## config.mk

```make
export PLATFORM = sky130hd
export DESIGN_NAME = perceptron_trainer
export DESIGN_NICKNAME = d
export VERILOG_FILES = /design/src/logic/bp_pkg.sv /design/src/logic/perceptron_trainer.sv
export VERILOG_INCLUDE_DIRS = /design/src /design/src/logic
export SDC_FILE = /design/constraint.sdc
export NUM_CORES = 1
export LEC_CHECK = 0
export ABC_AREA = 1
export BUFFER_PORTS_ARGS = -buffer_cell sky130_fd_sc_hd__buf_2
export CAP_MARGIN = 20
export CORE_UTILIZATION = 50
export CTS_BUF_LIST = sky130_fd_sc_hd__clkbuf_16
export DETAILED_ROUTE_END_ITERATION = 10
export GPL_ROUTABILITY_DRIVEN = 0
export HOLD_SLACK_MARGIN = 0.06
export PLACE_DENSITY_LB_ADDON = 0.1
export SLEW_MARGIN = 5
export SYNTH_ARGS = -nofsm -noshare
export SYNTH_HDL_FRONTEND = slang
export SYNTH_SLANG_ARGS = --single-unit
```

## constraint.sdc

```tcl
create_clock -name clk -period 3.41 [get_ports clk]
set_input_delay 1.023 -clock clk [delete_from_list [all_inputs] [get_ports clk]]
set_output_delay 1.023 -clock clk [all_outputs]
set_load 0.01 [all_outputs]
```

## src/logic/bp_settings.svh

```systemverilog
// sizing macros and register offsets for the perceptron branch predictor
`ifndef BP_SETTINGS_SVH
`define BP_SETTINGS_SVH

// ==============================
// predictor geometry
// ==============================
// history bits and weights per row are the same number
`define BP_HIST_LEN     16
// signed weight width
`define BP_WEIGHT_W     8
// rows in the weight table
`define BP_ROWS         256
// branch address width
`define BP_ADDR_W       32
// commit records buffered ahead of training
`define BP_QUEUE_DEPTH  8

// ==============================
// apb register byte offsets
// ==============================
`define BP_REG_CTRL     8'h00
`define BP_REG_COMMITS  8'h04
`define BP_REG_MISPRED  8'h08
`define BP_REG_HISTORY  8'h0C
`define BP_REG_STATUS   8'h10

`endif

```

## src/logic/bp_pkg.sv

```systemverilog
// predictor vector types, commit and apb structs, row hash and weight access functions
`include "bp_settings.svh"

package bp_pkg;

	// ==============================
	// plain vector types
	// ==============================
	typedef logic [`BP_ADDR_W-1:0] pc_t;
	typedef logic [$clog2(`BP_ROWS)-1:0] row_idx_t;
	typedef logic signed [`BP_WEIGHT_W-1:0] weight_t;
	// weight i sits at slice i
	typedef logic [`BP_HIST_LEN*`BP_WEIGHT_W-1:0] weight_row_t;
	// bit 0 is the newest outcome
	typedef logic [`BP_HIST_LEN-1:0] hist_t;
	// wide enough for HIST_LEN weights of either sign
	typedef logic signed [`BP_WEIGHT_W+$clog2(`BP_HIST_LEN):0] sum_t;
	typedef logic [$clog2(`BP_QUEUE_DEPTH):0] q_level_t;
	typedef logic [7:0] apb_addr_t;
	typedef logic [31:0] apb_data_t;

	// ==============================
	// structs
	// ==============================
	typedef struct packed {
		pc_t pc;
		logic taken;
		logic predicted;
	} commit_t;

	typedef struct packed {
		logic psel;
		logic penable;
		logic pwrite;
		apb_addr_t paddr;
		apb_data_t pwdata;
	} apb_req_t;

	typedef struct packed {
		apb_data_t prdata;
		logic pready;
		logic pslverr;
	} apb_rsp_t;

	// xor of the four address bytes picks the table row
	function automatic row_idx_t fold_pc(pc_t pc);
		return pc[7:0] ^ pc[15:8] ^ pc[23:16] ^ pc[31:24];
	endfunction

	// pull weight i out of a packed row as a signed value
	function automatic weight_t row_weight(weight_row_t row, int i);
		return weight_t'(row[i*`BP_WEIGHT_W +: `BP_WEIGHT_W]);
	endfunction

endpackage

```

## src/logic/perceptron_trainer.sv

```systemverilog
// global history register and two-stage read-modify-write weight training with forwarding
`timescale 1ns/100ps
`include "bp_settings.svh"

module perceptron_trainer import bp_pkg::*; (
	input  logic        clk,
	input  logic        rst,
	input  logic        pop_valid,
	input  commit_t     pop_data,
	output hist_t       history,
	output row_idx_t    rd_idx,
	input  weight_row_t rd_row,
	output logic        we,
	output row_idx_t    wr_idx,
	output weight_row_t wr_row,
	output logic        retire,
	output logic        retire_mispredict
);

	localparam weight_t W_MAX = weight_t'((1 << (`BP_WEIGHT_W - 1)) - 1);
	localparam weight_t W_MIN = -W_MAX;
	localparam weight_t W_ONE = weight_t'(1);

	hist_t hist_q;
	commit_t rec_q;
	hist_t snap_q;
	logic s1_valid;
	weight_row_t base_row;
	weight_row_t new_row;

	assign history = hist_q;

	// ==============================
	// pop stage
	// ==============================
	// newest outcome shifts in at bit 0
	always_ff @(posedge clk) begin
		if (rst) begin
			hist_q <= '0;
			s1_valid <= 1'b0;
		end else begin
			s1_valid <= pop_valid;
			if (pop_valid)
				hist_q <= {hist_q[`BP_HIST_LEN-2:0], pop_data.taken};
		end
	end

	// record plus the history it was trained against
	always_ff @(posedge clk) begin
		if (pop_valid) begin
			rec_q <= pop_data;
			snap_q <= hist_q;
		end
	end

	// one pulse per popped record
	assign retire = s1_valid;
	assign retire_mispredict = s1_valid & (rec_q.predicted != rec_q.taken);

	// ==============================
	// read and modify stage
	// ==============================
	assign rd_idx = fold_pc(rec_q.pc);
	// pending write to the same row is newer than the ram copy
	assign base_row = (we && wr_idx == rd_idx) ? wr_row : rd_row;

	// agreement with the history bit pushes the weight up, saturating both ways
	always_comb begin
		weight_t w;
		for (int i = 0; i < `BP_HIST_LEN; i++) begin
			w = row_weight(base_row, i);
			if (rec_q.taken == snap_q[i]) begin
				if (w != W_MAX)
					w = w + W_ONE;
			end else if (w != W_MIN) begin
				w = w - W_ONE;
			end
			new_row[i*`BP_WEIGHT_W +: `BP_WEIGHT_W] = w;
		end
	end

	// ==============================
	// write stage
	// ==============================
	always_ff @(posedge clk) begin
		if (rst)
			we <= 1'b0;
		else
			we <= s1_valid;
	end

	always_ff @(posedge clk) begin
		wr_idx <= rd_idx;
		wr_row <= new_row;
	end

endmodule

```

==> run_results.csv <==
group,metric,value,unit
yosys,synth-edff-count,50,
floorplan,core,0.03270,mm²
cts,cts.sinks,204,
yosys,yosys.area.top_type,"nand2_1",
yosys,synthFlopType,"dfxtp_1",
drt,post-route-drc-count,0,
yosys,synthMuxAreaShare,0,%
sta,rsz0062_at_grt,"no",
cts,ctsRootBufferMaster,"clkbuf_16",
cts,clk_latency,0.55,ns
min_path,holdPathStages,2,
yosys,synth-simple-area-share,48.44,%
status,status,"complete, no violations",
finish,multi_input_comb_area,0.01013,mm²
sta,fin_crit,3.093,ns
sta,period_share,90.71,%
cts,cts.clk_slew.worst_paths,0.06,ns
yosys,ys_seq_elements,204,
pwr,peakVddDrop,0.4193,mV
global_route,grt_pass1_vias,16638,
yosys,syn_area,0.01673,mm²
pwr,powerDensity,401.1,mW/mm²
finish,syn_to_final_growth,17.74,%
place,dpl.hpwl,37290,µm
yosys,synth_compound_area_share,4.045,%
yosys,ys_seq_area_share,27.40,%
sta,max_freq,0.3233,GHz
pwr,pwr-share-clk,30.7,%
worst_setup_path,cp_max_fo,74,
global_route,grt_start_max_net_pins,77,
cts,htree_levels,1,
yosys,synth.top_cell.area_share,27.28,%
yosys,synth_warnings,0,
sta,finClkSkew,0.01473,ns
sta,slew-limit-headroom,37.80,%
yosys,async_flop_share,0,%
cts,cts_buffer_depth,3,
yosys,synthXorXnorAreaFrac,4.397,%
pwr,combPwrFrac,31.2,%
yosys,synth_area_leaders,"nand2_1 (27%), dfxtp_1 (18%), edfxtp_1 (9.0%)",
cts,cts_tree,"done",
floorplan,die_height,184.9,µm
drt,wl_per_cell,13.75,µm
sta,worstMarginPinSlew,0.9263,ns
worst_setup_path,crit_path_end_kind,"flip-flop",
drt,via_per_inst,5.150,
worst_setup_path,rr_worst_depth,18,
floorplan,start_util,51.17,%
drt,drt_iter0_markers,1403,
pwr,netSwitchingFraction,37.55,%
pwr,internal-power,4.935,mW
yosys,synth_top_family_by_area,"simple AND/OR/NAND/NOR gates",
finish,seq_area,0.004584,mm²
pwr,p_leak,11.26,nW
sta,setup_viol,0,
global_route,grt_pass1_wl,79410,µm
worst_setup_path,startpoint_type,"flip-flop",
drt,firstDrtPassIters,6,
yosys,synth_cell_types,31,
finish,drive_above_1_share,16.60,%
sta,setup_tns,0,ns
pwr,pwr-share-seq,38.1,%
yosys,synth_fa_ha_area_share,3.589,%
pwr,p_switching,2.968,mW
global_route,grt_overflow,0,
floorplan,die_x,184.9,µm
global_route,antenna_found_initial,3,
worst_setup_path,cp.arrival,3.55,ns
yosys,synth_area_per_cell,5.886,µm²
drt,vias,18633,
floorplan,ioPinCount,328,
yosys,syn_nets,3056,
drt,ant_nets,0,
yosys,synth_common_cells,"nand2_1 (1216), inv_1 (372), nand3_1 (271)",
place,io_buffers,327,
flow_run,drv_cap,0,
yosys,synthCells,2843,
min_path,min_path_type,"reg2reg",
floorplan,rows,66,
sta,finalMaxSlewViolations,0,
worst_setup_path,cp_data_required_time,3.86,ns
yosys,yosysMostFrequentCell,"nand2_1",
finish,nets,3370,
floorplan,dieArea,0.03420,mm²
drt,routed_wl,49740,µm
sta,hold_viol_final,0,
pwr,power,7.903,mW
finish,utilization,60.25,%
sta,timing.hold.ws,0.4489,ns
cts,numCtsBuffers,25,
place,pre_cts_ws,0.3435,ns
finish,fill_cells,3249,
global_route,grt_usage,28.08,%
worst_setup_path,worstSetupPathType,"reg2reg",
sta,fin_ws,0.3167,ns
area by class of cell:
cell class | instances | share of cell area [%]
multi-input combinational | 2141 | 51.42
sequential | 204 | 23.27
timing repair buffer | 371 | 10.89
inverter | 414 | 7.887
clock buffer | 25 | 3.175
tap | 442 | 2.807
clock inverter | 20 | 0.5398
antenna | 1 | 0.01270
critical path: stages, from the launching register on:
cell and delay, ns:
edfxtp_1 0.38, xor2_1 0.18, or2_1 0.24, nand3_1 0.08, nand2_1 0.08, nor2_4 0.13, buf_4 0.19, buf_12 0.30
buf_4 0.28, nand4_1 0.11, nand2_1 0.11, ha_1 0.18, nand3_1 0.11, inv_1 0.13, nand2_1 0.15, nand2_1 0.13
nand2_1 0.07, nand2_1 0.06, nand2_1 0.05
power groups by stage:
stage               logic (mW)  clock network, mW  registers [mW]
CTS                       2.42               2.49            3.01
global route              2.76               2.58            3.04
detailed placement        2.41                  0            3.05
finish                    2.47               2.43            3.01
global placement          2.37                  0            3.05
floorplan                 1.44                  0            3.11
per-layer routing:
layer	global-route usage [%]	vias up	share of wire, %
li1	-	9547	-
met1	36.41	8306	44
met2	46.32	670	45
met3	4.640	106	7.5
met4	11.17	4	3.7
met5	0	-	0.050
path summary, 6_finish.rpt:
check,startpoint,endpoint,slack [ns]
min reg2reg,retire,we,0.45
max,rec_q[20],wr_row[8],0.32
max reg2reg,rec_q[20],wr_row[8],0.32
min,retire,we,0.45
cell families after synthesis:
group / Yosys count
compound gates: 109
xor+xnor: 84
fa+ha+maj: 48
buf+inv: 498
flops: 204
simple gates: 1900
stage by stage:
step           instances  cell area [µm²]
2_1_floorplan       2843            16730
3_3_place_gp        3568            18890
3_5_place_dp        3568            18890
4_1_cts             3613            19620
5_1_grt             3618            19700
6_report            3618            19700
layout by cell type (no fill, tap or decap), types with 7 or more instances in the layout:
cell type,count
nand2_1,1216
inv_1,377
buf_2,327
nand3_1,271
nand4_1,174
nor2_1,167
dfxtp_1,154
xor2_1,56
edfxtp_1,50
ha_1,48
o21ai_0,46
inv_2,41
nor2_2,35
buf_4,29
xnor2_1,28
a21oi_1,27
clkbuf_16,27
o21ai_1,21
nand2_2,20
o21ai_4,10
buf_12,9
or2_2,7
clkinv_1,7
repair_timing:
item,in CTS,in global routing
hold buffers,0,0
resized for setup,0,5
endpoints found under the setup margin,0,8
endpoints found under the hold margin,0,0
setup buffers,0,1
flip-flops by register name, summed over array words and instances, names as in the netlist:
signal	cells
history	16
we	1
wr_idx	8
rec_q	34
wr_row	128
retire	1
snap_q	16
Note: power is estimated with default switching activity, not from simulation.
