## src/logic/bp_settings.svh

```systemverilog
// sizing macros and register offsets for the perceptron branch predictor
`ifndef BP_SETTINGS_SVH
`define BP_SETTINGS_SVH

// ==============================
// predictor geometry
// ==============================
// history bits and weights per row are the same number
`define BP_HIST_LEN     16
// signed weight width
`define BP_WEIGHT_W     8
// rows in the weight table
`define BP_ROWS         256
// branch address width
`define BP_ADDR_W       32
// commit records buffered ahead of training
`define BP_QUEUE_DEPTH  8

// ==============================
// apb register byte offsets
// ==============================
`define BP_REG_CTRL     8'h00
`define BP_REG_COMMITS  8'h04
`define BP_REG_MISPRED  8'h08
`define BP_REG_HISTORY  8'h0C
`define BP_REG_STATUS   8'h10

`endif

```

## src/logic/bp_pkg.sv

```systemverilog
// predictor vector types, commit and apb structs, row hash and weight access functions
`include "bp_settings.svh"

package bp_pkg;

	// ==============================
	// plain vector types
	// ==============================
	typedef logic [`BP_ADDR_W-1:0] pc_t;
	typedef logic [$clog2(`BP_ROWS)-1:0] row_idx_t;
	typedef logic signed [`BP_WEIGHT_W-1:0] weight_t;
	// weight i sits at slice i
	typedef logic [`BP_HIST_LEN*`BP_WEIGHT_W-1:0] weight_row_t;
	// bit 0 is the newest outcome
	typedef logic [`BP_HIST_LEN-1:0] hist_t;
	// wide enough for HIST_LEN weights of either sign
	typedef logic signed [`BP_WEIGHT_W+$clog2(`BP_HIST_LEN):0] sum_t;
	typedef logic [$clog2(`BP_QUEUE_DEPTH):0] q_level_t;
	typedef logic [7:0] apb_addr_t;
	typedef logic [31:0] apb_data_t;

	// ==============================
	// structs
	// ==============================
	typedef struct packed {
		pc_t pc;
		logic taken;
		logic predicted;
	} commit_t;

	typedef struct packed {
		logic psel;
		logic penable;
		logic pwrite;
		apb_addr_t paddr;
		apb_data_t pwdata;
	} apb_req_t;

	typedef struct packed {
		apb_data_t prdata;
		logic pready;
		logic pslverr;
	} apb_rsp_t;

	// xor of the four address bytes picks the table row
	function automatic row_idx_t fold_pc(pc_t pc);
		return pc[7:0] ^ pc[15:8] ^ pc[23:16] ^ pc[31:24];
	endfunction

	// pull weight i out of a packed row as a signed value
	function automatic weight_t row_weight(weight_row_t row, int i);
		return weight_t'(row[i*`BP_WEIGHT_W +: `BP_WEIGHT_W]);
	endfunction

endpackage

```

## src/logic/perceptron_dot.sv

```systemverilog
// lookup pipeline with address fold, partial dot-product sums and sign prediction
`timescale 1ns/100ps
`include "bp_settings.svh"

module perceptron_dot import bp_pkg::*; (
	input  logic        clk,
	input  logic        rst,
	input  logic        lookup_valid,
	input  pc_t         lookup_pc,
	input  hist_t       history,
	output row_idx_t    row_idx,
	input  weight_row_t row,
	output logic        pred_valid,
	output logic        pred_taken
);

	// four partial sums of four weights each
	localparam int N_PART = 4;
	localparam int PART_LEN = `BP_HIST_LEN / N_PART;

	sum_t part [N_PART];
	sum_t part_q [N_PART];
	logic s1_valid;
	sum_t total;

	// ==============================
	// stage 0
	// ==============================
	// row comes straight back from ram port a
	assign row_idx = fold_pc(lookup_pc);

	// add weight where history says taken, subtract otherwise
	always_comb begin
		for (int p = 0; p < N_PART; p++) begin
			part[p] = '0;
			for (int j = 0; j < PART_LEN; j++) begin
				if (history[p*PART_LEN + j])
					part[p] = part[p] + sum_t'(row_weight(row, p*PART_LEN + j));
				else
					part[p] = part[p] - sum_t'(row_weight(row, p*PART_LEN + j));
			end
		end
	end

	// ==============================
	// stage 1
	// ==============================
	always_ff @(posedge clk) begin
		if (rst)
			s1_valid <= 1'b0;
		else
			s1_valid <= lookup_valid;
	end

	always_ff @(posedge clk) begin
		for (int p = 0; p < N_PART; p++)
			part_q[p] <= part[p];
	end

	// ==============================
	// stage 2
	// ==============================
	always_comb begin
		total = '0;
		for (int p = 0; p < N_PART; p++)
			total = total + part_q[p];
	end

	always_ff @(posedge clk) begin
		if (rst)
			pred_valid <= 1'b0;
		else
			pred_valid <= s1_valid;
	end

	// a sum of zero or more counts as taken, so the sign bit is inverted
	always_ff @(posedge clk)
		pred_taken <= ~total[$bits(sum_t)-1];

endmodule

```

## config.mk

```make
export PLATFORM = sky130hd
export DESIGN_NAME = perceptron_dot
export DESIGN_NICKNAME = d
export VERILOG_FILES = /design/src/logic/bp_pkg.sv /design/src/logic/perceptron_dot.sv
export VERILOG_INCLUDE_DIRS = /design/src /design/src/logic
export SDC_FILE = /design/constraint.sdc
export NUM_CORES = 1
export LEC_CHECK = 0
export BUFFER_PORTS_ARGS = -buffer_cell sky130_fd_sc_hd__buf_2
export CELL_PAD_IN_SITES_DETAIL_PLACEMENT = 1
export CELL_PAD_IN_SITES_GLOBAL_PLACEMENT = 2
export CORE_MARGIN = 1
export CORE_UTILIZATION = 31
export CTS_CLUSTER_SIZE = 16
export DETAILED_ROUTE_END_ITERATION = 10
export PLACE_DENSITY_LB_ADDON = 0.1
export SLEW_MARGIN = 40
export SYNTH_ARGS = -nofsm -noshare
export SYNTH_HDL_FRONTEND = slang
export SYNTH_SLANG_ARGS = --single-unit
```

## constraint.sdc

```tcl
create_clock -name clk -period 5.3 [get_ports clk]
set_input_delay 1.06 -clock clk [delete_from_list [all_inputs] [get_ports clk]]
set_output_delay 1.06 -clock clk [all_outputs]
set_load 0.02 [all_outputs]
```

==> results of run 1 <==
## Yosys cell counts, types with 3 or more instances
cell type / number / area share (%)
xor2_1: 141 / 11
nand2b_1: 12 / 0.69
a2111o_1: 6 / 0.62
nor2_1: 120 / 4.1
nand4_1: 3 / 0.17
o21ai_1: 23 / 1.1
nand2_1: 60 / 2.1
or3_1: 10 / 0.57
a21o_1: 40 / 2.7
ha_1: 166 / 19
a211oi_1: 11 / 0.76
a221oi_1: 6 / 0.48
nand3_1: 26 / 1.2
o21bai_1: 15 / 1.0
o211ai_1: 4 / 0.27
or2_2: 4 / 0.23
clkbuf_1: 14 / 0.48
inv_1: 93 / 3.2
xnor3_1: 4 / 0.82
nor2b_1: 17 / 0.97
o21a_1: 12 / 0.82
o21ai_0: 20 / 0.92
xnor2_1: 114 / 9.1
o31ai_1: 6 / 0.41
a31oi_1: 12 / 0.69
o41ai_2: 3 / 0.45
nor4_1: 8 / 0.46
fa_1: 35 / 6.4
and3_1: 11 / 0.63
a21oi_1: 142 / 6.5
a41oi_1: 4 / 0.32
or3b_1: 3 / 0.24
buf_2: 3 / 0.14
nor3_1: 48 / 2.2
or4_1: 6 / 0.41
nor3b_1: 4 / 0.27
dfxtp_1: 55 / 10
mux2_2: 38 / 3.9
## cells by family after synthesis
group / Yosys count
fa+ha+maj: 203
mux: 39
buf+inv: 112
simple gates: 342
xor+xnor: 261
flops: 55
compound gates: 330
## registers in the layout, summed over array words and instances (netlist names)
register,count
s1_valid,1
part_q,52
pred_valid,1
pred_taken,1
## worst max-delay path by stage
stage,startpoint,to,slack (ns),cells after the start
after global routing,row[0],part_q[0][12]$_DFF_P_,-0.11,25
after floorplan,row[104],part_q[3][12]$_DFF_P_,-0.002,21
final,row[32],part_q[1][11]$_DFF_P_,0.16,23
after global placement,row[104],part_q[3][12]$_DFF_P_,-0.23,24
after CTS,row[40],part_q[1][12]$_DFF_P_,0.007,24
after detailed placement,row[104],part_q[3][12]$_DFF_P_,-0.38,24
## stage by stage
step | setup TNS (ns) | util [%]
after floorplan | -0.00217 | -
after global placement | -0.896 | 41.1
after detailed placement | -1.66 | 41.1
after CTS | 0 | 41.6
after global routing | -0.277 | 43.3
final | 0 | 43.3
## metal layers
metal | vias to the layer above | global-route usage (%) | share of wire, %
li1 | 5631 | - | -
met2 | 115 | 30.4 | 48
met1 | 5126 | 23.5 | 50
met3 | 13 | 1.59 | 2.0
met4 | 0 | 1.36 | 0.45
met5 | - | 0 | 0
## power groups by stage
| stage | registers, mW | logic, mW | clock network [mW] |
|---|---|---|---|
| floorplan | 0.806 | 4.73 | 0 |
| global placement | 0.883 | 7.03 | 0 |
| finish | 0.863 | 7.55 | 0.352 |
| detailed placement | 0.878 | 7.20 | 0 |
| global route | 0.897 | 8.53 | 0.386 |
| CTS | 0.876 | 7.28 | 0.364 |
## worst max-delay path: cells and delay by family
kind | cells | cell delay, ns
buf+inv | 5 | 0.61
simple gates | 6 | 1.50
xor+xnor | 4 | 0.47
compound gates | 4 | 0.77
fa+ha+maj | 4 | 0.97
## repair_timing
| action | 4_1_cts | 5_1_grt |
|---|---|---|
| hold endpoints to repair | 0 | 0 |
| hold buffers | 0 | 0 |
| gates cloned | 0 | 0 |
| pin swaps | 1 | 75 |
| endpoints found under the setup margin | 2 | 8 |
| setup buffers | 0 | 17 |
| resized for setup | 2 | 107 |
## final cells by class
cell class	count	area (um^2)	share of cell area, %
Multi-Input combinational cell	1175	9850	65.7
Clock buffer	5	125	0.835
Timing Repair Buffer	452	2960	19.7
Tap cell	455	569	3.80
Inverter	93	354	2.36
Clock inverter	3	33.8	0.225
Sequential cell	55	1100	7.35
==> reports/metrics.csv, run 1 <==
metric,value,unit
status,completed,
Iteration-0 DRC Markers,228,
CTS Buffer Depth,2,
"commonest non-fill, non-tap cell in the layout",buf_4,
Reg2Reg Depth,10,
Slew @ Worst Pin,0.619,ns
Hold WS,0.451,ns
Die Area,0.0360,mm^2
Placed Instances,2213,
H-tree depth,2,
Final Hold Vio Count,0,
max cap viols,0,
routed length per instance,14.1,um
Crit Path Class,primary input to flip-flop,
final layout net count,2162,
count of state elements after synthesis,55,
Critical Path RT,5.54,ns
sequential share of the synthesized area,10.1,%
Non-Filler Instances,2238,
post-synthesis mux area share,4.01,%
Core Box Area,0.0346,mm^2
fin crit period,5.14,ns
dpl ws,-0.377,ns
filler instances,4213,
critical path's slowest cell,or3b_4,
Worst-Skew Late Latency,0.31,ns
mapped cell area,0.0109,mm^2
pin count of the biggest net entering global routing,21,
Pint,4.86,mW
Hold Crit Start,s1_valid$_SDFF_PP0_,
area grow syn2layout,37.1,%
DRT Pass-1 Iters,4,
drc violations,0,
largest family of logic cells by synthesized area,adder cells,
first-pass GRT wire length,51900,um
Tot Pwr,8.77,mW
Finish-stage setup viols,0,
clock group share of total power,4.0,%
pwr dens,585,mW/mm^2
Gate power share,86.1,%
ys async rst share,0,%
Post-Place Cell Area,0.0142,mm^2
Post-Synth Simple-Gate Area,15.0,%
Vias per Instance,4.86,
"commonest non-fill, non-tap cells in the layout","buf_4 (261), buf_2 (186), ha_1 (161), xor2_1 (141), a21oi_1 (121)",
Worst-path clk slew,0.08,ns
height of the chip,190,um
Hold EP,pred_valid$_SDFF_PP0_,
fin crit share,96.9,%
Routed Antenna Nets,0,
RSZ-0062 raised after global routing,true,
GRT Total Usage,17.2,%
CTS Buf Count,5,
"EDFF count, synth",0,
post-synthesis cell type count,70,
sequential share of power,9.8,%
Post-Synth XOR/XNOR Area,21.6,%
Clock Skews,0.00833,ns
Worst setup SP type,primary input,
Ports,189,
Mapped Cells,1342,
Rows,68,
Synthesized Nets,1722,
Cells on Worst Hold Path,1,
worst flop-to-flop path startpoint,part_q[1][2]$_DFF_P_,
Sw Share,44.6,%
vias in the first global route,11300,
clock root buffer,clkbuf_16,
worst reg2reg setup slack,2.01,ns
setup slack after layout,0.164,ns
"Slew Viols, Final",0,
# clock sinks,55,
Via Count,10900,
Worst Path Max Fanout,3,
grt total ovfl,0,
Finished Cell Area,0.0150,mm^2
crit path capture type,flip-flop,
Post-Synth Adder-Cell Area,25.6,%
fmax,195,MHz
Post-synth top flop,dfxtp_1,
DRT Wirelength,31500,um
DP HPWL,27400,um
Switch Pwr,3.91,mW
Slew HR,57.7,%
Mean Syn Cell Area,8.14,um^2
port bufs,188,
worst-path cell chain,buf_2 -> inv_1 -> ha_2 -> or3b_4 -> nor3_2 -> nor2_1 -> xor2_1 -> ha_1 -> or3_4 -> o21ai_4 -> buf_4 -> xnor2_1 -> ha_1 -> buf_4 -> o21ai_2 -> nor3_1 -> a221oi_2 -> xnor2_1 -> ha_1 -> buf_4 -> or3_1 -> o211ai_1 -> xnor2_1,
Leak Pwr,7.37,nW
largest stage delay on the critical path,0.41,ns
worst path arrival time,5.37,ns
Synth Area in Compound Gates,19.8,%
worst hold path type,flip-flop to flip-flop,
CTS tree,yes,
reg-to-reg endpoint,pred_taken$_DFF_P_,
share of post-route cells with drive strength above 1,33.7,%
gpl congestion,0.801,
initial antenna violation count,0,
Horiz. Die Dim,190,um
synth warn,0,
n_diodes,0,
starting density of the core,31.6,%
Max VDD drop,258,uV
(Power assumes the default switching activity.)
==> inputs of run 2 (changes only) <==
--- a/config.mk
+++ b/config.mk
@@ -14,6 +14,7 @@
 export CTS_CLUSTER_SIZE = 16
 export DETAILED_ROUTE_END_ITERATION = 10
 export PLACE_DENSITY_LB_ADDON = 0.1
+export SKIP_LAST_GASP = 1
 export SLEW_MARGIN = 40
 export SYNTH_ARGS = -nofsm -noshare
 export SYNTH_HDL_FRONTEND = slang
==> constraint.sdc (replaced) <==
create_clock -name clk -period 4.63 [get_ports clk]
set_input_delay 0.926 -clock clk [delete_from_list [all_inputs] [get_ports clk]]
set_output_delay 0.926 -clock clk [all_outputs]
set_load 0.02 [all_outputs]
==> run 2 against run 1 <==
The run now ends with negative setup slack left. Count of clock-buffer cells in the layout is the same. Sequential cell count stayed put. Critical path depth unchanged. Core utilization is 7.4 points higher. Sequential power is 14% higher. Design area rose by 17%. Largest cell class unchanged. Largest power group unchanged.
==> reports/metrics.csv, run 2 (synthesized netlist as in run 1, its figures left out) <==
metric,value,unit,change
Finish-stage setup viols,10,,was 0
fin crit share,108,%,
drc violations,0,,unchanged
DRT Wirelength,35000,um,"was 31,500 um"
starting density of the core,31.6,%,unchanged
reg-to-reg endpoint,pred_taken$_DFF_P_,,unchanged
Die Area,0.0360,mm^2,unchanged
Worst-path clk slew,0.08,ns,about the same
Sw Share,43.6,%,was 44.6%
Gate power share,88.9,%,was 86.1%
sequential share of power,7.9,%,was 9.8%
area grow syn2layout,60.5,%,was 37.1%
vias in the first global route,12400,,"was 11,300"
largest stage delay on the critical path,0.53,ns,was 0.41 ns
fin crit period,5.02,ns,
Critical Path Stages,23,,unchanged
Routed Antenna Nets,0,,unchanged
Worst Path Max Fanout,3,,unchanged
GRT Total Usage,18.7,%,was 17.2%
critical path endpoint,part_q[0][12]$_DFF_P_,,was part_q[1][11]$_DFF_P_
H-tree depth,2,,unchanged
pwr dens,717,mW/mm^2,was 585 mW/mm^2
dpl ws,-0.834,ns,was -0.377 ns
setup slack after layout,-0.389,ns,was 0.164 ns
crit path from,row[0],,was row[32]
Iteration-0 DRC Markers,208,,was 228
height of the chip,190,um,unchanged
Switch Pwr,5.48,mW,was 3.91 mW
worst hold path type,flip-flop to flip-flop,,unchanged
DP HPWL,28300,um,"was 27,400 um"
"commonest non-fill, non-tap cells in the layout","buf_4 (411), buf_2 (176), ha_1 (139), xor2_1 (137), nor2_1 (106)",,"was buf_4 (261), buf_2 (186), ha_1 (161), xor2_1 (141), a21oi_1 (121)"
"Slew Viols, Final",0,,unchanged
Via Count,11700,,"was 10,900"
DRT Pass-1 Iters,4,,unchanged
Final Hold Vio Count,0,,unchanged
Reg2Reg Depth,10,,unchanged
initial antenna violation count,2,,was 0
final layout net count,2339,,"was 2,162"
Worst-Skew Late Latency,0.31,ns,about the same
clock root buffer,clkbuf_16,,unchanged
Slew @ Worst Pin,0.790,ns,was 0.619 ns
CTS Buf Count,5,,unchanged
Worst Path Buf+Inv,1,,was 5
worst reg2reg setup slack,1.11,ns,was 2.01 ns
Worst setup SP type,primary input,,unchanged
share of post-route cells with drive strength above 1,48.1,%,was 33.7%
critical path's slowest cell,or4_4,,was or3b_4
Vias per Instance,4.83,,was 4.86
Slew HR,46.0,%,was 57.7%
Max VDD drop,315,uV,was 258 uV
CTS tree,yes,,unchanged
"Core Util, Final",50.6,%,was 43.3%
Rows,68,,unchanged
routed length per instance,14.5,um,was 14.1 um
Leak Pwr,8.51,nW,was 7.37 nW
worst path arrival time,5.21,ns,was 5.37 ns
worst-path cell chain,buf_8 -> or4_4 -> nor2_4 -> nor2_4 -> xor2_2 -> ha_1 -> o21a_1 -> o21a_1 -> a21oi_2 -> xnor2_1 -> ha_1 -> nand2_2 -> nand2_2 -> a41oi_4 -> nor2b_4 -> xnor2_2 -> ha_1 -> and3_4 -> a21oi_4 -> o21ai_4 -> a31oi_4 -> xnor2_2 -> xnor3_1,,was buf_2 -> inv_1 -> ha_2 -> or3b_4 -> nor3_2 -> nor2_1 -> xor2_1 -> ha_1 -> or3_4 -> o21ai_4 -> buf_4 -> xnor2_1 -> ha_1 -> buf_4 -> o21ai_2 -> nor3_1 -> a221oi_2 -> xnor2_1 -> ha_1 -> buf_4 -> or3_1 -> o211ai_1 -> xnor2_1
worst flop-to-flop path startpoint,part_q[1][2]$_DFF_P_,,unchanged
max cap viols,0,,unchanged
Crit Path Class,primary input to flip-flop,,unchanged
"CP delay by family, top",simple AND/OR/NAND/NOR gates,,unchanged
fmax,199,MHz,
CP dominant cell by count,ha_1,,
Clock Skews,0.00838,ns,was 0.00833 ns
Critical Path RT,4.82,ns,was 5.54 ns
gpl congestion,0.822,,was 0.801
"commonest non-fill, non-tap cell in the layout",buf_4,,unchanged
CTS Buffer Depth,2,,unchanged
violated checks,negative setup slack,,
number of flip-flops in the largest register,52,,unchanged
pin count of the biggest net entering global routing,21,,unchanged
Ports,189,,unchanged
grt total ovfl,0,,unchanged
port bufs,188,,unchanged
status,finished with violations,,was completed
clock group share of total power,3.2,%,was 4.0%
Horiz. Die Dim,190,um,unchanged
first-pass GRT wire length,56400,um,"was 51,900 um"
Pint,7.10,mW,was 4.86 mW
crit path capture type,flip-flop,,unchanged
Core Box Area,0.0346,mm^2,unchanged
# clock sinks,55,,unchanged
RSZ-0062 raised after global routing,true,,unchanged
Largest Register,part_q,,unchanged
run 2: cell count changes in the layout (fill, tap and decap cells not counted), sizes merged:
| cell | previous run | this run |
|---|---|---|
| buf | 452 | 629 |
| diode | 0 | 1 |
run 2: worst min-delay path by stage:
stage,startpoint,end,slack (ns),cells after the start
after floorplan,s1_valid$_SDFF_PP0_,pred_valid$_SDFF_PP0_,0.41,1
after global placement,s1_valid$_SDFF_PP0_,pred_valid$_SDFF_PP0_,0.43,1
after detailed placement,s1_valid$_SDFF_PP0_,pred_valid$_SDFF_PP0_,0.45,1
after CTS,s1_valid$_SDFF_PP0_,pred_valid$_SDFF_PP0_,0.46,1
after global routing,s1_valid$_SDFF_PP0_,pred_valid$_SDFF_PP0_,0.46,1
final,s1_valid$_SDFF_PP0_,pred_valid$_SDFF_PP0_,0.45,1
run 2: routing by layer:
metal | up-vias | wire length [um] | track usage (%)
met5 | - | 13 | 0
met4 | 2 | 401 | 2.76
met3 | 30 | 770 | 1.77
met2 | 131 | 18500 | 36.0
met1 | 5530 | 15300 | 22.7
li1 | 5975 | - | -
run 2: repair_timing:
action	4_1_cts	5_1_grt
hold buffers	0	0
setup endpoints to repair	16	21
pin swaps	120	202
gates resized for setup	129	193
setup buffers	57	47
run 2: stage by stage:
stage	instances	cell area [um^2]	TNS [ns]	power, mW	hold WS [ns]
after detailed placement	2323	15300	-9.79	10.0	0.452
final	2416	17500	-1.79	12.6	0.451
after CTS	2380	16300	-1.66	11.3	0.459
after floorplan	1342	11200	-1.08	6.48	0.414
after global routing	2415	17500	-4.77	13.8	0.465
after global placement	2323	15300	-7.51	9.79	0.428
run 2: cell type report:
type | instances | area [um^2]
fillers | 4118 | 17100
repair buffers | 629 | 4480
clock buffers | 5 | 125
clock inverters | 3 | 33.8
well taps | 455 | 569
multi-input cells | 1175 | 10800
diodes | 1 | 2.50
inverters | 93 | 384
flip-flops and latches | 55 | 1100
run 2: power groups by stage:
stage	sequential, mW	clock, mW	combinational, mW
3_5_place_dp	1.00	0	9.02
6_report	0.988	0.405	11.2
2_1_floorplan	0.923	0	5.56
5_1_grt	1.02	0.437	12.3
4_1_cts	0.999	0.420	9.91
3_3_place_gp	1.01	0	8.78
