--- src/logic/bp_settings.svh ---
// sizing macros and register offsets for the perceptron branch predictor
`ifndef BP_SETTINGS_SVH
`define BP_SETTINGS_SVH

// ==============================
// predictor geometry
// ==============================
// history bits and weights per row are the same number
`define BP_HIST_LEN     16
// signed weight width
`define BP_WEIGHT_W     8
// rows in the weight table
`define BP_ROWS         256
// branch address width
`define BP_ADDR_W       32
// commit records buffered ahead of training
`define BP_QUEUE_DEPTH  8

// ==============================
// apb register byte offsets
// ==============================
`define BP_REG_CTRL     8'h00
`define BP_REG_COMMITS  8'h04
`define BP_REG_MISPRED  8'h08
`define BP_REG_HISTORY  8'h0C
`define BP_REG_STATUS   8'h10

`endif

--- src/logic/bp_pkg.sv ---
// predictor vector types, commit and apb structs, row hash and weight access functions
`include "bp_settings.svh"

package bp_pkg;

	// ==============================
	// plain vector types
	// ==============================
	typedef logic [`BP_ADDR_W-1:0] pc_t;
	typedef logic [$clog2(`BP_ROWS)-1:0] row_idx_t;
	typedef logic signed [`BP_WEIGHT_W-1:0] weight_t;
	// weight i sits at slice i
	typedef logic [`BP_HIST_LEN*`BP_WEIGHT_W-1:0] weight_row_t;
	// bit 0 is the newest outcome
	typedef logic [`BP_HIST_LEN-1:0] hist_t;
	// wide enough for HIST_LEN weights of either sign
	typedef logic signed [`BP_WEIGHT_W+$clog2(`BP_HIST_LEN):0] sum_t;
	typedef logic [$clog2(`BP_QUEUE_DEPTH):0] q_level_t;
	typedef logic [7:0] apb_addr_t;
	typedef logic [31:0] apb_data_t;

	// ==============================
	// structs
	// ==============================
	typedef struct packed {
		pc_t pc;
		logic taken;
		logic predicted;
	} commit_t;

	typedef struct packed {
		logic psel;
		logic penable;
		logic pwrite;
		apb_addr_t paddr;
		apb_data_t pwdata;
	} apb_req_t;

	typedef struct packed {
		apb_data_t prdata;
		logic pready;
		logic pslverr;
	} apb_rsp_t;

	// xor of the four address bytes picks the table row
	function automatic row_idx_t fold_pc(pc_t pc);
		return pc[7:0] ^ pc[15:8] ^ pc[23:16] ^ pc[31:24];
	endfunction

	// pull weight i out of a packed row as a signed value
	function automatic weight_t row_weight(weight_row_t row, int i);
		return weight_t'(row[i*`BP_WEIGHT_W +: `BP_WEIGHT_W]);
	endfunction

endpackage

--- src/logic/bp_apb_regs.sv ---
// APB register slave with train enable, commit and mispredict counters, history and queue status
`timescale 1ns/100ps
`include "bp_settings.svh"

module bp_apb_regs import bp_pkg::*; (
	input  logic     clk,
	input  logic     rst,
	input  apb_req_t apb_req,
	output apb_rsp_t apb_rsp,
	input  logic     retire,
	input  logic     retire_mispredict,
	input  hist_t    history,
	input  q_level_t queue_level,
	input  logic     queue_full,
	output logic     train_en
);

	apb_data_t commits;
	apb_data_t mispred;
	logic access;
	logic wr;
	logic mapped;
	apb_data_t rdata;

	// access phase completes the transfer with no wait states
	assign access = apb_req.psel & apb_req.penable;
	assign wr = access & apb_req.pwrite;

	// ==============================
	// control and counters
	// ==============================
	always_ff @(posedge clk) begin
		if (rst) begin
			train_en <= 1'b0;
			commits <= '0;
			mispred <= '0;
		end else begin
			if (wr && apb_req.paddr == `BP_REG_CTRL)
				train_en <= apb_req.pwdata[0];
			// any write clears, a write beats a retire in the same cycle
			if (wr && apb_req.paddr == `BP_REG_COMMITS)
				commits <= '0;
			else if (retire)
				commits <= commits + 1'b1;
			if (wr && apb_req.paddr == `BP_REG_MISPRED)
				mispred <= '0;
			else if (retire_mispredict)
				mispred <= mispred + 1'b1;
		end
	end

	// ==============================
	// read mux
	// ==============================
	always_comb begin
		mapped = 1'b1;
		rdata = '0;
		case (apb_req.paddr)
			`BP_REG_CTRL:    rdata = apb_data_t'(train_en);
			`BP_REG_COMMITS: rdata = commits;
			`BP_REG_MISPRED: rdata = mispred;
			`BP_REG_HISTORY: rdata = apb_data_t'(history);
			// level in the low bits, full just above it
			`BP_REG_STATUS:  rdata = apb_data_t'({queue_full, queue_level});
			default:         mapped = 1'b0;
		endcase
	end

	always_comb begin
		apb_rsp.prdata = rdata;
		apb_rsp.pready = 1'b1;
		apb_rsp.pslverr = access & ~mapped;
	end

endmodule

--- config.mk ---
export PLATFORM = sky130hd
export DESIGN_NAME = bp_apb_regs
export DESIGN_NICKNAME = d
export VERILOG_FILES = /design/src/logic/bp_pkg.sv /design/src/logic/bp_apb_regs.sv
export VERILOG_INCLUDE_DIRS = /design/src /design/src/logic
export SDC_FILE = /design/constraint.sdc
export NUM_CORES = 1
export LEC_CHECK = 0
export BUFFER_PORTS_ARGS = -buffer_cell sky130_fd_sc_hd__buf_2
export CAP_MARGIN = 20
export CORE_ASPECT_RATIO = 2
export CORE_MARGIN = 1.5
export CORE_UTILIZATION = 57
export DETAILED_ROUTE_END_ITERATION = 16
export PLACE_DENSITY = 0.87
export REMOVE_ABC_BUFFERS = 1
export SYNTH_ARGS = -nofsm -noshare
export SYNTH_HDL_FRONTEND = slang
export SYNTH_SLANG_ARGS = --single-unit
--- constraint.sdc ---
create_clock -name clk -period 3.9 [get_ports clk]
set_input_delay 0.39 -clock clk [delete_from_list [all_inputs] [get_ports clk]]
set_output_delay 0.39 -clock clk [all_outputs]
set_load 0.05 [all_outputs]
==> results of run 1 <==
kinds of logic after synthesis:
| logic type | after synthesis | share of synthesized area (%) |
|---|---|---|
| AO/OA/AOI/OAI | 97 | 17.6 |
| flip-flops | 65 | 34.8 |
| other | 1 | 0.100 |
| AND/OR/NAND/NOR | 196 | 29.0 |
| buffers and inverters | 40 | 4.65 |
| multiplexers | 21 | 6.32 |
| XOR/XNOR | 29 | 6.79 |
| adder cells (fa/ha/maj) | 2 | 0.669 |
per-stage QoR:
step / power [W] / worst slack [ps] / hold WS, ps / utilization [%]
5_1_grt: 0.00154 / 693 / 281 / 68.8
4_1_cts: 0.00150 / 965 / 264 / 68.6
2_1_floorplan: 0.000733 / 1430 / 442 / -
3_5_place_dp: 0.000778 / 971 / 472 / 64.4
6_report: 0.00150 / 919 / 275 / 68.8
3_3_place_gp: 0.000775 / 1050 / 460 / 64.4
per-layer routing:
metal	global-route usage [%]	up-vias	wire [µm]
li1	-	1793	-
met1	33.1	1815	3730
met2	53.7	174	5600
met3	5.71	31	642
met4	13.8	0	353
met5	0	-	0
power groups by stage:
stage | sequential, W | clock [W] | combinational (W)
2_1_floorplan | 0.000689 | 0 | 0.0000442
3_3_place_gp | 0.000691 | 0 | 0.0000833
3_5_place_dp | 0.000692 | 0 | 0.0000858
4_1_cts | 0.000678 | 0.000734 | 0.0000868
5_1_grt | 0.000678 | 0.000763 | 0.0000948
6_report | 0.000679 | 0.000730 | 0.0000878
registers in the layout, summed over array words and instances (netlist names):
signal and flops:
train_en 1, mispred 32, commits 32
final cells by class:
class | instances | area share [%]
Sequential cell | 65 | 30.0
Inverter | 6 | 0.519
Timing Repair Buffer | 73 | 8.76
Multi-Input combinational cell | 346 | 52.2
Tap cell | 86 | 2.48
Clock buffer | 14 | 6.08
Yosys cell counts (2+ instances only):
library cell / number
a221o_1: 4
a21oi_1: 29
nor2_1: 52
nor2b_1: 2
nand3_1: 22
or4_1: 20
ha_1: 2
buf_2: 7
and4_1: 8
a21oi_2: 2
or3_1: 13
mux2_2: 11
and2_1: 2
inv_1: 6
a22oi_1: 11
o31ai_1: 18
or4_4: 4
nand4_1: 23
o21ai_0: 13
buf_4: 2
clkbuf_1: 23
nor4_1: 9
xor2_1: 12
a22o_1: 17
mux2i_1: 9
or2_2: 2
xnor2_1: 17
nand2_1: 23
nor3_1: 6
dfxtp_1: 65
and3_1: 7
worst max-delay path, stage by stage:
cell     delay, ps
buf_2          120
nor4_1         750
and3_1         770
a221o_1        290
buf_2          270
worst max-delay path by stage:
stage                      end         from  cells past startpoint
floorplan           apb_rsp[3]  apb_req[33]                      3
detailed placement  apb_rsp[6]  apb_req[33]                      5
CTS                 apb_rsp[6]  apb_req[33]                      5
finish              apb_rsp[6]  apb_req[32]                      5
global placement    apb_rsp[6]  apb_req[32]                      5
global route        apb_rsp[6]  apb_req[33]                      5
==> metrics.txt, run 1 <==
type of element launching the critical path=input pin; DR vias/cell=~6.5; Std-Cell Rows=41; CP Data Required Time=between 3000 and 4000 ps; Fillers=about 530; sequential share of power=a little under half; antenna fix cells=0; skew final=approximately 3.4 ps; number of synthesized flops with an enable pin=0; Area Growth Syn to Fin=16.1%; CTS Hold Buffers Added=0; pin count of the biggest net entering global routing=33; Routed WL per cell=roughly 18 µm; first-pass GRT wire length=between 15000 and 20000 µm; total CTS buffers=9; reg2reg start=mispred[2]; Synth top area share=a little over a third; Storage cell area=about 1300 µm²; CTS tree=done; drt pass-1 iters=7; nets=around 570; worst hold stages=2; Post-CTS Setup Bufs=0; WL final=~10000 µm; r2r endpoint=mispred[26]; VDD IR max=between 0.0002 and 0.00025 V; routed vias=about 3800; effective utilization at floorplan=between 50% and 60%; placed cell count=roughly 580; core area=roughly 6300 µm²; 1st-iter DRT viols=290; # port buffers=70; post-route insts no fill=slightly below 600; PwrDens=345 nW/µm²; CP Max Fanout=20; R2R depth=4; Reg clk slew, reported paths=approximately 50 ps; hold path start=rst; initial antenna violation count=0; CP Class=input pin to output pin; # Max-Cap Violations=0; Distinct cells, synth=between 40 and 50; leading area contributor after synthesis=dfxtp_1; vias in the first global route=around 3600; NetSw=roughly 0.00033 W; Horiz. Die Dim=approximately 60 µm; Ys Warns=0; fin. max-slew vios=0; sequential element share of the synthesized area=a little over a third; prevailing post-synth register cell=dfxtp_1; Slew @ Worst Pin=874 ps; unrepaired setup endpoints after global routing=no; Clk pwr share=between 40 and 50%; TritonCTS Sinks=65; Synth Cell Area=around 3700 µm²; clk root buf=clkbuf_16; multi-input combinational cell area=2260 µm²; Worst EP arrival=2590 ps; setup violators final=0; status=complete, no violations; synthesis-stage register bit count=65; Comb pwr share=approximately 5.9%; HP Class=input pin to flip-flop; flop-to-flop setup slack=1510 ps; full die area=7090 µm²; top cells by area, synth=dfxtp_1 35%, nor2_1 5.2%, or4_1 4.0%; commonest non-fill, non-tap cell in the layout=buf_2; # H-tree levels=3; static leakage=1.55 nW; die height=approximately 120 µm; Worst slew margin=between 40 and 50%; layout cells sized above 1=21.0%; Max Fclk=0.335 GHz; Fin. Hold Viols=0; Final Critical Period=2980 ps; asr flop ratio synth=0%; GRT Total Usage=30.4%; DRC viols=0; Synth Area per Inst=8.29 µm²; Cells after Synth=around 450; Final GP Congestion=0.924; sw frac=between 20 and 25%; TNS Setup=0 ps; Final Instance Area=roughly 4300 µm²; period utilisation layout=around 76%; post-CTS resize count=0; Internal=approximately 0.0012 W; placed cell area=4060 µm²; most frequent cells in the layout=70 x buf_2, 65 x dfxtp_1, 52 x nor2_1; clock latency on the worst-skew pair=330 ps; clock buffer depth=2; I/O pin cnt=about 100; Antenna Nets Post-Route=0; Worst Hold End=train_en; DPL Wire Length=roughly 7500 µm; GRT Residual Overflow=0; CP Capture Type=output pin
Note: power is estimated with default switching activity, not from simulation.
==> run 2: changes to the inputs <==
CORE_UTILIZATION = 53   (was 57)
PLACE_DENSITY = 0.82   (was 0.87)
clock period = 3 ns   (was 3.9 ns; I/O delays follow)
==> run 2 against run 1 <==
Effect of this change: clock skew barely moved; critical path depth stayed put; critical path type unchanged; largest power group unchanged; routed wire length decreased by 2.8%; setup slack got worse by 330 ps; die area rose by 7.3%; via count is 2.0% lower; non-clock buffer count rose by 2.
==> metrics.txt, run 2 (same netlist as run 1, synthesis figures left out) <==
R2R depth=5 (+1); antenna fix cells=0 (unchanged); VDD IR max=0.000353 V (+62%); HP Class=input pin to flip-flop; I/O pin cnt=103 (unchanged); Std-Cell Rows=43 (+4.9%); pin count of the biggest net entering global routing=33 (unchanged); WL final=10000 µm (-2.8%); TNS Setup=0 ps (unchanged); Worst slew margin=50.3% (+9.1 points); Horiz. Die Dim=62.4 µm (+3.5%); crit path to=apb_rsp[5]; CP Max Fanout=20 (unchanged); clock latency on the worst-skew pair=320 ps (about the same); DRC viols=0 (unchanged); vias in the first global route=3513 (-1.2%); GR peak layer=met2; met1 GRT Util=27.5% (-5.6 points); Slew @ Worst Pin=745 ps (-129 ps); die height=122 µm (+3.6%); worst hold margin=197 ps (-78.8 ps); Final GP Congestion=0.922 (-0.26%); Post-CTS Setup Bufs=0 (unchanged); period utilisation layout=~80%; PwrDens=466 nW/µm² (+35%); clk root buf=clkbuf_16; CTS Hold Buffers Added=0 (unchanged); initial antenna violation count=0 (unchanged); CP Capture Type=output pin; r2r endpoint=commits[24]; reg2reg start=commits[0]; Reg clk slew, reported paths=50 ps (about the same); routed vias=3735 (-2.0%); Area Growth Syn to Fin=17.3%; TritonCTS Sinks=65 (unchanged); # port buffers=70 (unchanged); Antenna Nets Post-Route=0 (unchanged); met3 Track Usage GR=4.06% (-1.7 points); type of element launching the critical path=input pin; CP Class=input pin to output pin; Worst EP arrival=2110 ps (-480 ps); setup violators final=0 (unchanged); total CTS buffers=9 (unchanged); # Max-Cap Violations=0 (unchanged); layout cells sized above 1=21.9% (+0.86 points); first-pass GRT wire length=16200 µm (-2.2%); static leakage=1.58 nW (+1.7%); CTS tree=done; effective utilization at floorplan=54.3% (-5.0 points); post-CTS resize count=0 (unchanged); Fillers=624 (+19%); GRT Total Usage=26.9% (-3.5 points); GRT Residual Overflow=0 (unchanged); Final Critical Period=about 2400 ps; 1st-iter DRT viols=289 (-0.34%); nets=573 (+0.35%); Worst setup startpoint=apb_req[39]; skew final=3.77 ps (+0.358 ps); # H-tree levels=3 (unchanged); CP Data Required Time=2700 ps (-810 ps); most frequent cells in the layout=70 x buf_2, 65 x dfxtp_1, 52 x nor2_1; met2 global-route usage=50.7% (-2.9 points); commonest non-fill, non-tap cell in the layout=buf_2; core area=6890 µm² (+9.1%); flop-to-flop setup slack=690 ps (-820 ps); status=complete, no violations; DR vias/cell=6.26 (-3.2%); Routed WL per cell=16.8 µm (-3.9%); fin. max-slew vios=0 (unchanged); Max Fclk=0.414 GHz; unrepaired setup endpoints after global routing=no; Fin. Hold Viols=0 (unchanged); DPL Wire Length=7440 µm (-1.4%); drt pass-1 iters=5 (-2); largest registers=commits x32, mispred x32, train_en x1; clock buffer depth=2 (unchanged); full die area=7600 µm² (+7.3%)
==> run 2: changes by cell type in the layout (fill, tap and decap cells not counted) <==
cell / delta
buf_4: +3
bufinv_16: +1
clkbuf_1: -2
buf_8: -1
clkinv_2: +2
==> run 2: metrics by stage <==
stage / power, W / std cells / utilization [%] / worst slack, ps / instance area [µm²]
after floorplan: 0.000953 / 417 / - / 711 / 3590
after global placement: 0.00101 / 582 / 59.4 / 704 / 4090
after detailed placement: 0.00101 / 582 / 59.4 / 624 / 4090
after CTS: 0.00205 / 597 / 63.7 / 616 / 4390
after global routing: 0.00210 / 597 / 63.7 / 508 / 4390
final: 0.00204 / 597 / 63.7 / 587 / 4390
==> run 2: metal layers <==
layer	vias to the layer above	part of all wire [%]	wire (µm)
li1	1796	-	-
met1	1731	38	3780
met2	177	53	5310
met3	31	5.8	581
met4	0	3.8	379
met5	-	0	0
==> run 2: worst min-delay path by stage <==
stage / from / end / depth (start not counted)
floorplan: rst / train_en / 1
global placement: commits[31] / commits[31] / 2
detailed placement: commits[31] / commits[31] / 2
CTS: rst / train_en / 2
global route: rst / train_en / 2
finish: rst / train_en / 2
==> run 2: where the power goes <==
part           total (W)  internal (W)  switching, W
Combinational   0.000111     0.0000469     0.0000646
Clock            0.00105      0.000681      0.000370
Sequential      0.000883      0.000870     0.0000128
==> run 2: cell type report <==
cell class	instances	area (µm²)	share of cell area, %
timing repair buffer	75	388	8.84
clock buffer	12	256	5.85
sequential	65	1300	29.7
tap	90	113	2.57
multi-input combinational	346	2260	51.6
clock inverter	3	40.0	0.913
inverter	6	22.5	0.514
==> run 2: critical path, stage by stage <==
cell and delay, ps:
buf_2 90, nor2_1 420, and3_1 740, a221o_1 280, buf_2 270
==> run 3: changes to the inputs <==
CORE_UTILIZATION = 48   (was 53)
PLACE_DENSITY = 0.78   (was 0.82)
clock period = 2 ns   (was 3 ns; I/O delays follow)
==> run 3 against run 2 <==
Effect of this change: setup slack worse by 560 ps; final area is 8.5% higher; register-to-register slack worse by 630 ps; critical path depth is 1 lower; total power is 46% higher; die area is 10% higher; global-route usage is 0.21 points higher; largest cell class unchanged; first-iteration DRC count is 28% lower; core utilization is 0.63 points lower; non-clock buffer count is 44 higher; routed wire length is 11% higher; clock power is 38% higher.
==> metrics.txt, run 3 (same netlist as run 1, synthesis figures left out) <==
Antenna Nets Post-Route=0 (unchanged); Final GP Congestion=0.958 (+3.9%); pin count of the biggest net entering global routing=33 (unchanged); period utilisation layout=between 90% and 100%; antenna fix cells=0 (unchanged); clock buffer depth=2 (unchanged); placed cell count=626 (+7.6%); static leakage=1.80 nW (+14%); worst setup margin=31.9 ps (-555 ps); initial antenna violation count=0 (unchanged); PwrDens=626 nW/µm² (+34%); CP Data Required Time=1800 ps (-900 ps); Horiz. Die Dim=65.4 µm (+4.8%); Reg clk slew, reported paths=50 ps (about the same); routed vias=3991 (+6.9%); GRT Residual Overflow=0 (unchanged); CP Capture Type=output pin; Setup Slack @ Placement=27.4 ps (-597 ps); setup violators final=0 (unchanged); GRT Total Usage=27.1% (+0.21 points); most frequent cells in the layout=70 x buf_2, 63 x dfxtp_1, 52 x nor2_1; Std-Cell Rows=45 (+4.7%); Routed WL per cell=17.4 µm (+3.3%); TritonCTS Sinks=65 (unchanged); CP Max Fanout=6 (-70%); DPL Wire Length=8250 µm (+11%); Worst setup startpoint=mispred[0]; Area Growth Syn to Fin=27.2%; reg2reg start=mispred[0]; WL final=11200 µm (+11%); layout cells sized above 1=29.0% (+7.1 points); skew final=4.29 ps (+0.521 ps); Final Critical Period=slightly below 2000 ps; first-pass GRT wire length=17500 µm (+8.5%); crit path to=apb_rsp[2]; # port buffers=70 (unchanged); fin. max-slew vios=0 (unchanged); commonest non-fill, non-tap cell in the layout=buf_2; type of element launching the critical path=flip-flop; I/O pin cnt=103 (unchanged); DR vias/cell=6.21 (-0.79%); # Max-Cap Violations=0 (unchanged); DRC viols=0 (unchanged); Max Fclk=a little over 0.5 GHz; total CTS buffers=9 (unchanged); R2R depth=6 (+1); Final Instance Area=4760 µm² (+8.5%); largest registers=commits x32, mispred x32, train_en x1; r2r endpoint=mispred[18]; placed cell area=4430 µm² (+8.4%); effective utilization at floorplan=49.6% (-4.7 points); Fin. Hold Viols=0 (unchanged); vias in the first global route=3895 (+11%); Worst EP arrival=1770 ps (-340 ps); VDD IR max=0.000512 V (+45%); 1st-iter DRT viols=207 (-28%); flop-to-flop setup slack=60 ps (-630 ps); nets=617 (+7.7%); clk root buf=clkbuf_16; clock latency on the worst-skew pair=330 ps (about the same); CP Class=flip-flop to output pin; die height=128 µm (+5.0%); status=complete, no violations; full die area=8360 µm² (+10%); Fillers=671 (+7.5%); # H-tree levels=3 (unchanged); drt pass-1 iters=5 (unchanged); CTS tree=done; HP Class=input pin to flip-flop; worst hold margin=100 ps (-96.6 ps); core area=7540 µm² (+9.6%); post-route insts no fill=643 (+7.7%)
run 3: cell count changes in the layout (fill, tap and decap cells not counted):
cell       before  now
nand3_2         0    1
bufinv_16       1    0
or4_1          20   18
ha_4            0    1
buf_12          0    3
clkbuf_8        2    3
or4_4           4    6
dfxtp_2         0    2
clkbuf_2        0    1
nand3_1        22   21
clkinv_2        2    0
ha_1            2    1
buf_4           5   45
dfxtp_1        65   63
run 3: critical path: stages (launching register included):
cell	delay, ps
dfxtp_2	340
buf_4	160
mux4_2	460
a22o_1	260
buf_2	210
run 3: what timing repair did:
action                                 in CTS  in global routing
endpoints found under the hold margin       0                  0
hold buffers                                0                  0
setup endpoints to repair                   0                 16
gates resized for setup                     0                  7
buffers inserted                            0                  4
run 3: stage by stage:
stage	total power [W]	setup TNS (ps)	utilization [%]
CTS	0.00298	0	62.3
global placement	0.00154	0	58.7
global route	0.00304	-21.9	63.1
finish	0.00298	0	63.1
floorplan	0.00143	-8890	-
detailed placement	0.00154	0	58.7
run 3: final cells by class:
cell class | instances | area [µm²] | area share, %
clock buffers | 13 | 270 | 5.68
inverters | 6 | 22.5 | 0.473
multi-input cells | 346 | 2290 | 48.1
flip-flops and latches | 65 | 1300 | 27.4
well taps | 94 | 118 | 2.47
repair buffers | 119 | 753 | 15.8
run 3: how the worst min path moves through the flow:
| stage | start | to | cells after the start | slack [ps] |
|---|---|---|---|---|
| finish | rst | train_en | 2 | 100 |
| global route | rst | train_en | 2 | 100 |
| CTS | rst | train_en | 2 | 90 |
| detailed placement | rst | train_en | 2 | 430 |
| global placement | rst | train_en | 2 | 430 |
| floorplan | rst | train_en | 1 | 270 |
run 3: layer usage:
layer  global-route usage (%)  wire length, µm
met5                        0                0
met1                     26.4             4130
met3                     5.71              515
met2                     48.9             5910
met4                     19.1              626
run 3: power by group:
part	switching [W]	leakage (nW)	internal, W
registers	0.00000737	0.525	0.00131
logic	0.000119	1.14	0.0000949
clock network	0.000530	0.134	0.000918
total	0.000657	1.80	0.00232
